### config.mk
export PLATFORM = sky130hd
export DESIGN_NAME = bus_decoder_flat
export DESIGN_NICKNAME = d
export VERILOG_FILES = /design/src/source/bus_pkg.sv /design/src/source/map_pkg.sv /design/src/source/mem_bus_if.sv /design/src/source/bus_decoder.sv /design/src/flat_wrapper.sv
export VERILOG_INCLUDE_DIRS = /design/src /design/src/include
export SDC_FILE = /design/constraint.sdc
export NUM_CORES = 1
export LEC_CHECK = 0
export BUFFER_PORTS_ARGS = -buffer_cell sky130_fd_sc_hd__buf_2
export CAP_MARGIN = 40
export CORE_AREA = 2 2 122 124
export DETAILED_ROUTE_END_ITERATION = 16
export DIE_AREA = 0 0 124 126
export PLACE_DENSITY = 0.46
export SYNTH_ARGS = -nofsm -noshare
export SYNTH_HDL_FRONTEND = slang
export SYNTH_SLANG_ARGS = --single-unit
### constraint.sdc
create_clock -name clock -period 3.19 [get_ports clock]
set_clock_uncertainty 0.2 [all_clocks]
set_input_delay 0.4785 -clock clock [delete_from_list [all_inputs] [get_ports clock]]
set_output_delay 0.4785 -clock clock [all_outputs]
set_load 0.01 [all_outputs]
### src/include/mem_config.svh
`ifndef MEM_CONFIG_SVH
`define MEM_CONFIG_SVH

// block RAM region. It spans BRAM_WORDS 32-bit words from its base.
`define BRAM_BASE 32'h0000_0000
`define BRAM_WORDS 1024

// core-local interruptor region.
`define CLINT_BASE 32'h0200_0000
`define CLINT_SIZE 32'h0001_0000

// register offsets inside the CLINT region.
// the high half of each 64-bit register sits four bytes above its low half.
`define CLINT_MSIP_OFS 32'h0000_0000
`define CLINT_MTIMECMP_OFS 32'h0000_4000
`define CLINT_MTIME_OFS 32'h0000_BFF8

`endif

### src/source/bus_pkg.sv
`default_nettype none

package bus_pkg;

  typedef logic [31:0] word_t;
  typedef logic [31:0] addr_t;
  typedef logic [3:0] strb_t;

  // strobed byte lanes take the new data, the others keep the old word.
  function automatic word_t merge_bytes(word_t old_word, word_t new_word, strb_t strb);
    word_t merged;
    merged = old_word;
    for (int lane = 0; lane < 4; lane++) begin
      if (strb[lane]) begin
        merged[8*lane +: 8] = new_word[8*lane +: 8];
      end
    end
    return merged;
  endfunction

endpackage

`default_nettype wire

### src/source/map_pkg.sv
`default_nettype none

package map_pkg;

  typedef enum logic [1:0] {
    region_bram,
    region_clint,
    region_none
  } region_e;

  typedef enum logic [2:0] {
    reg_msip,
    reg_mtimecmp_lo,
    reg_mtimecmp_hi,
    reg_mtime_lo,
    reg_mtime_hi,
    reg_none
  } clint_reg_e;

endpackage

`default_nettype wire

### src/source/mem_bus_if.sv
`default_nettype none
`timescale 1ns/1ps

interface mem_bus_if
  import bus_pkg::*;
();

  // request, held stable by the host until ready.
  logic  valid;
  addr_t addr;
  word_t wdata;
  strb_t wstrb;

  // response, meaningful only while ready is high.
  word_t rdata;
  logic  error;
  logic  ready;

  modport host (
    output valid, addr, wdata, wstrb,
    input  rdata, error, ready
  );

  modport device (
    input  valid, addr, wdata, wstrb,
    output rdata, error, ready
  );

endinterface

`default_nettype wire

### src/source/bus_decoder.sv
`default_nettype none
`timescale 1ns/1ps

`include "mem_config.svh"

module bus_decoder
  import bus_pkg::*;
  import map_pkg::*;
(
  input  logic      clock,
  input  logic      reset,
  input  logic      mem_valid,
  input  addr_t     mem_addr,
  input  word_t     mem_wdata,
  input  strb_t     mem_wstrb,
  output word_t     mem_rdata,
  output logic      mem_error,
  output logic      mem_ready,
  mem_bus_if.host   ram,
  mem_bus_if.host   timer
);

  localparam addr_t bram_span = addr_t'(`BRAM_WORDS * 4);

  region_e region;
  addr_t   base;
  addr_t   offset;
  logic    err_ready;

  // the region check works on the rebased address, so a base of zero needs no lower bound.
  always_comb begin
    region = region_none;
    base = '0;
    if ((mem_addr - `BRAM_BASE) < bram_span) begin
      region = region_bram;
      base = `BRAM_BASE;
    end else if ((mem_addr - `CLINT_BASE) < `CLINT_SIZE) begin
      region = region_clint;
      base = `CLINT_BASE;
    end
  end

  assign offset = mem_addr - base;

  assign ram.valid = mem_valid && (region == region_bram);
  assign ram.addr = offset;
  assign ram.wdata = mem_wdata;
  assign ram.wstrb = mem_wstrb;

  assign timer.valid = mem_valid && (region == region_clint);
  assign timer.addr = offset;
  assign timer.wdata = mem_wdata;
  assign timer.wstrb = mem_wstrb;

  // unmapped accesses get a one-cycle error answer, once per held request.
  always_ff @(posedge clock) begin
    if (reset) begin
      err_ready <= 1'b0;
    end else begin
      err_ready <= mem_valid && (region == region_none) && !err_ready;
    end
  end

  always_comb begin
    mem_rdata = '0;
    mem_error = 1'b0;
    mem_ready = 1'b0;
    if (ram.ready) begin
      mem_rdata = ram.rdata;
      mem_error = ram.error;
      mem_ready = 1'b1;
    end else if (timer.ready) begin
      mem_rdata = timer.rdata;
      mem_error = timer.error;
      mem_ready = 1'b1;
    end else if (err_ready) begin
      mem_error = 1'b1;
      mem_ready = 1'b1;
    end
  end

  // only the addressed target may answer.
  single_ready: assert property (@(posedge clock) disable iff (reset)
    $onehot0({ram.ready, timer.ready, err_ready}));

endmodule

`default_nettype wire

### src/flat_wrapper.sv
// flat-port wrapper written by rule: the top's interface ports become plain ports
module bus_decoder_flat import bus_pkg::*; import map_pkg::*;
  (clock, reset, mem_valid, mem_addr, mem_wdata, mem_wstrb, mem_rdata, mem_error, mem_ready, ram_valid, ram_addr, ram_wdata, ram_wstrb, ram_rdata, ram_error, ram_ready, timer_valid, timer_addr, timer_wdata, timer_wstrb, timer_rdata, timer_error, timer_ready);
  mem_bus_if ram_i ();
  mem_bus_if timer_i ();
  input  logic clock;
  input  logic reset;
  input  logic mem_valid;
  input  addr_t mem_addr;
  input  word_t mem_wdata;
  input  strb_t mem_wstrb;
  output word_t mem_rdata;
  output logic mem_error;
  output logic mem_ready;
  output wire logic [$bits(ram_i.valid)-1:0] ram_valid;
  output wire logic [$bits(ram_i.addr)-1:0] ram_addr;
  output wire logic [$bits(ram_i.wdata)-1:0] ram_wdata;
  output wire logic [$bits(ram_i.wstrb)-1:0] ram_wstrb;
  input wire logic [$bits(ram_i.rdata)-1:0] ram_rdata;
  input wire logic [$bits(ram_i.error)-1:0] ram_error;
  input wire logic [$bits(ram_i.ready)-1:0] ram_ready;
  output wire logic [$bits(timer_i.valid)-1:0] timer_valid;
  output wire logic [$bits(timer_i.addr)-1:0] timer_addr;
  output wire logic [$bits(timer_i.wdata)-1:0] timer_wdata;
  output wire logic [$bits(timer_i.wstrb)-1:0] timer_wstrb;
  input wire logic [$bits(timer_i.rdata)-1:0] timer_rdata;
  input wire logic [$bits(timer_i.error)-1:0] timer_error;
  input wire logic [$bits(timer_i.ready)-1:0] timer_ready;
  assign ram_valid = ram_i.valid;
  assign ram_addr = ram_i.addr;
  assign ram_wdata = ram_i.wdata;
  assign ram_wstrb = ram_i.wstrb;
  assign ram_i.rdata = ram_rdata;
  assign ram_i.error = ram_error;
  assign ram_i.ready = ram_ready;
  assign timer_valid = timer_i.valid;
  assign timer_addr = timer_i.addr;
  assign timer_wdata = timer_i.wdata;
  assign timer_wstrb = timer_i.wstrb;
  assign timer_i.rdata = timer_rdata;
  assign timer_i.error = timer_error;
  assign timer_i.ready = timer_ready;
  bus_decoder u_core (.clock(clock), .reset(reset), .mem_valid(mem_valid), .mem_addr(mem_addr), .mem_wdata(mem_wdata), .mem_wstrb(mem_wstrb), .mem_rdata(mem_rdata), .mem_error(mem_error), .mem_ready(mem_ready), .ram(ram_i), .timer(timer_i));
endmodule
==> flow_metrics.env <==
export IMPL_top_register="u_core.err_ready"
export IMPL_layout_drive_gt1_share=0.721
export IMPL_clock_latency_ns=0
export IMPL_mostFrequentLayoutCells="buf_2, a22o_1, nor2_1, nand2_1, buf_4"
export IMPL_dr_pass1_iters=4
export IMPL_grt_pass1_wl_um=5520
export IMPL_worstHoldPathType="flip-flop to flip-flop"
export IMPL_yosysWarnings=0
export IMPL_crit_buf_inv=3
export IMPL_clk_pin_slew_ns=0
export IMPL_syn_area_per_cell_sq_um=7.48
export IMPL_crit_fanout=3
export IMPL_regToRegEndpoint="u_core.err_ready$_SDFF_PP0_"
export IMPL_ys_seq_area_frac=0.0126
export IMPL_leakagePower_nw=0.940
export IMPL_slew_headroom=0.742
export IMPL_start_kind="input pin"
export IMPL_rsz0062_at_grt="no"
export IMPL_grt_max_degree=37
export IMPL_grt_pass1_vias=1204
export IMPL_fp_dieW_um=124
export IMPL_hold_buffers=0
export IMPL_io_pins=311
export IMPL_core_rowCount=44
export IMPL_worst_r2r_cell_count=3
export IMPL_whs_endpoint="u_core.err_ready$_SDFF_PP0_"
export IMPL_first_iter_violations=12
export IMPL_layout_min_cycle_time_ns=2.95
export IMPL_die_area_sq_um=15600
export IMPL_fill_cells=1677
export IMPL_antenna_found_initial=0
export IMPL_dieHeight_um=126
export IMPL_worst_ep_arrival_time_ns=2.27
export IMPL_largest_reg_flops=1
export IMPL_area_delta_synth_final_pct=6.87
export IMPL_diodes=0
export IMPL_max_cap_violations=0
export IMPL_reg2reg_from="u_core.err_ready$_SDFF_PP0_"
export IMPL_critPathSlowestCell="xor2_1"
export IMPL_portBuffers=166
export IMPL_fmax_mhz=339
export IMPL_place_congestion=0.721
export IMPL_cp_required_ns=2.51
export IMPL_crit_path_cell_trace="buf_2, inv_1, ha_1, xnor2_1, nand4_1, nor3_2, ha_2, ha_1, nor3b_2, xor2_1, buf_2"
export IMPL_tns_ns=0
export IMPL_wl_per_cell_um=10.5
export IMPL_busiest_layer="met2"
export IMPL_final_common_cell="buf_2"
export IMPL_grtUsageMet2=0.101
export IMPL_outcome="finished clean"
export IMPL_ant_nets=0
export IMPL_layout_nets=391
export IMPL_tightest_slew_ns=0.384
export IMPL_met3_usage=0.0177
export IMPL_drt_vias_per_instance=3.27
export IMPL_syn_inst=212
export IMPL_detail_route_wirelength_um=4520
export IMPL_critPathLaunch="mem_addr[25]"
export IMPL_hold_path_startpoint="u_core.err_ready$_SDFF_PP0_"
export IMPL_min_period_over_period=0.925
export IMPL_finalPower_w=0.000229
export IMPL_peakVddDrop_mv=0.0380
export IMPL_top_regs="u_core.err_ready x1"
export IMPL_yosysUniqueCellTypes=25
export IMPL_synth_fp_nets=354
export IMPL_path_delay_family="adder cells"
export IMPL_overflow=0
export IMPL_worstHoldPathCells=3
export IMPL_groute_usage_overall=0.0442
export IMPL_num_vias=1408
export IMPL_power_density_nw_per_um2=135
export IMPL_drc=0
export IMPL_start_util=0.111
export IMPL_syn_area_sq_um=1590
export IMPL_grt_use_met1=0.0338
export IMPL_setup_violations=0
export IMPL_core_sq_um=14300
export IMPL_end_kind="output pin"
export IMPL_reg2reg_slack_ns=2.33
export IMPL_drv_slew=0
export IMPL_ys_ff_latch=1
export IMPL_critPathKind="input pin to output pin"
export IMPL_cpPeakStageDelay_ns=0.24
export IMPL_hold_violations=0
-- kinds of logic (layout without fill, tap and decap cells) --
| logic type | count (synthesis) | in the layout | share of synthesized area |
|---|---|---|---|
| flip-flops | 1 | 1 | 0.0126 |
| adder cells (fa/ha/maj) | 3 | 3 | 0.0237 |
| XOR/XNOR | 7 | 7 | 0.0387 |
| multiplexers | 1 | 1 | 0.00631 |
| AND/OR/NAND/NOR | 27 | 27 | 0.101 |
| buffers and inverters | 140 | 175 | 0.640 |
| AO/OA/AOI/OAI | 33 | 33 | 0.178 |
-- cells in the mapped netlist --
master    count  share of area
xor2_1        3          0.017
nand2_1       5          0.012
nand3b_1      1         0.0047
nor3_1        2         0.0063
ha_1          3          0.024
and2_1        2         0.0079
nor3b_1       1         0.0047
dfxtp_1       1          0.013
o21ai_0       2         0.0063
nor4_1        1         0.0039
a22o_1       31           0.17
buf_4       129           0.61
mux2i_1       1         0.0063
nand3_1       3         0.0095
buf_1         1         0.0024
nor3_2        2          0.013
buf_2         4          0.013
inv_1         4         0.0095
nor2_1        5          0.012
nor2b_1       1         0.0039
nand4_1       1         0.0039
nor4_2        2          0.016
or3_1         1         0.0039
clkbuf_1      2         0.0047
xnor2_1       4          0.022
-- cell type report --
| type | count | area [sq um] | area share |
|---|---|---|---|
| flip-flops and latches | 1 | 20.0 | 0.0118 |
| repair buffers | 171 | 868 | 0.513 |
| multi-input cells | 71 | 561 | 0.331 |
| well taps | 184 | 230 | 0.136 |
| inverters | 4 | 15.0 | 0.00886 |
-- stage by stage --
| step | hold slack (ns) | instance area [sq um] | setup WS, ns | std cells | util |
|---|---|---|---|---|---|
| floorplan | 0.284 | 1590 | 0.284 | 212 | - |
| global route | 0.350 | 1690 | 0.0510 | 431 | 0.118 |
| detailed placement | 0.325 | 1680 | 0.0940 | 430 | 0.117 |
| finish | 0.313 | 1690 | 0.240 | 431 | 0.118 |
| global placement | 0.321 | 1680 | 0.157 | 430 | 0.117 |
| CTS | 0.326 | 1680 | 0.0854 | 430 | 0.117 |
-- worst register-to-register path, stage by stage, from the launching register on --
cell,delay [ns]
dfxtp_1,0.29
nor2_1,0.10
nand2_1,0.06
nor3_1,0.12
-- power breakdown --
part	switching (W)	total [W]	internal, W
Combinational	0.000106	0.000215	0.000109
Sequential	0.000000423	0.0000139	0.0000135
Clock	0	0	0
Total	0.000106	0.000229	0.000122
-- worst max path at each step --
stage	endpoint	slack, ns	depth (start not counted)
2_1_floorplan	timer_addr[29]	0.28	10
3_3_place_gp	ram_addr[29]	0.16	11
3_5_place_dp	ram_addr[29]	0.09	9
4_1_cts	ram_addr[29]	0.09	9
5_1_grt	ram_addr[29]	0.05	11
6_report	ram_addr[29]	0.24	11
-- repair_timing --
item	4_1_cts	5_1_grt
setup buffers	0	1
setup endpoints to repair	0	4
gates resized for setup	0	2
-- metal layers --
metal  share of wire  up-vias
li1                -      652
met1            0.29      578
met2            0.53      176
met3            0.18        2
met4          0.0013        0
met5               0        -
No activity file was read; power rests on OpenSTA's default activity.
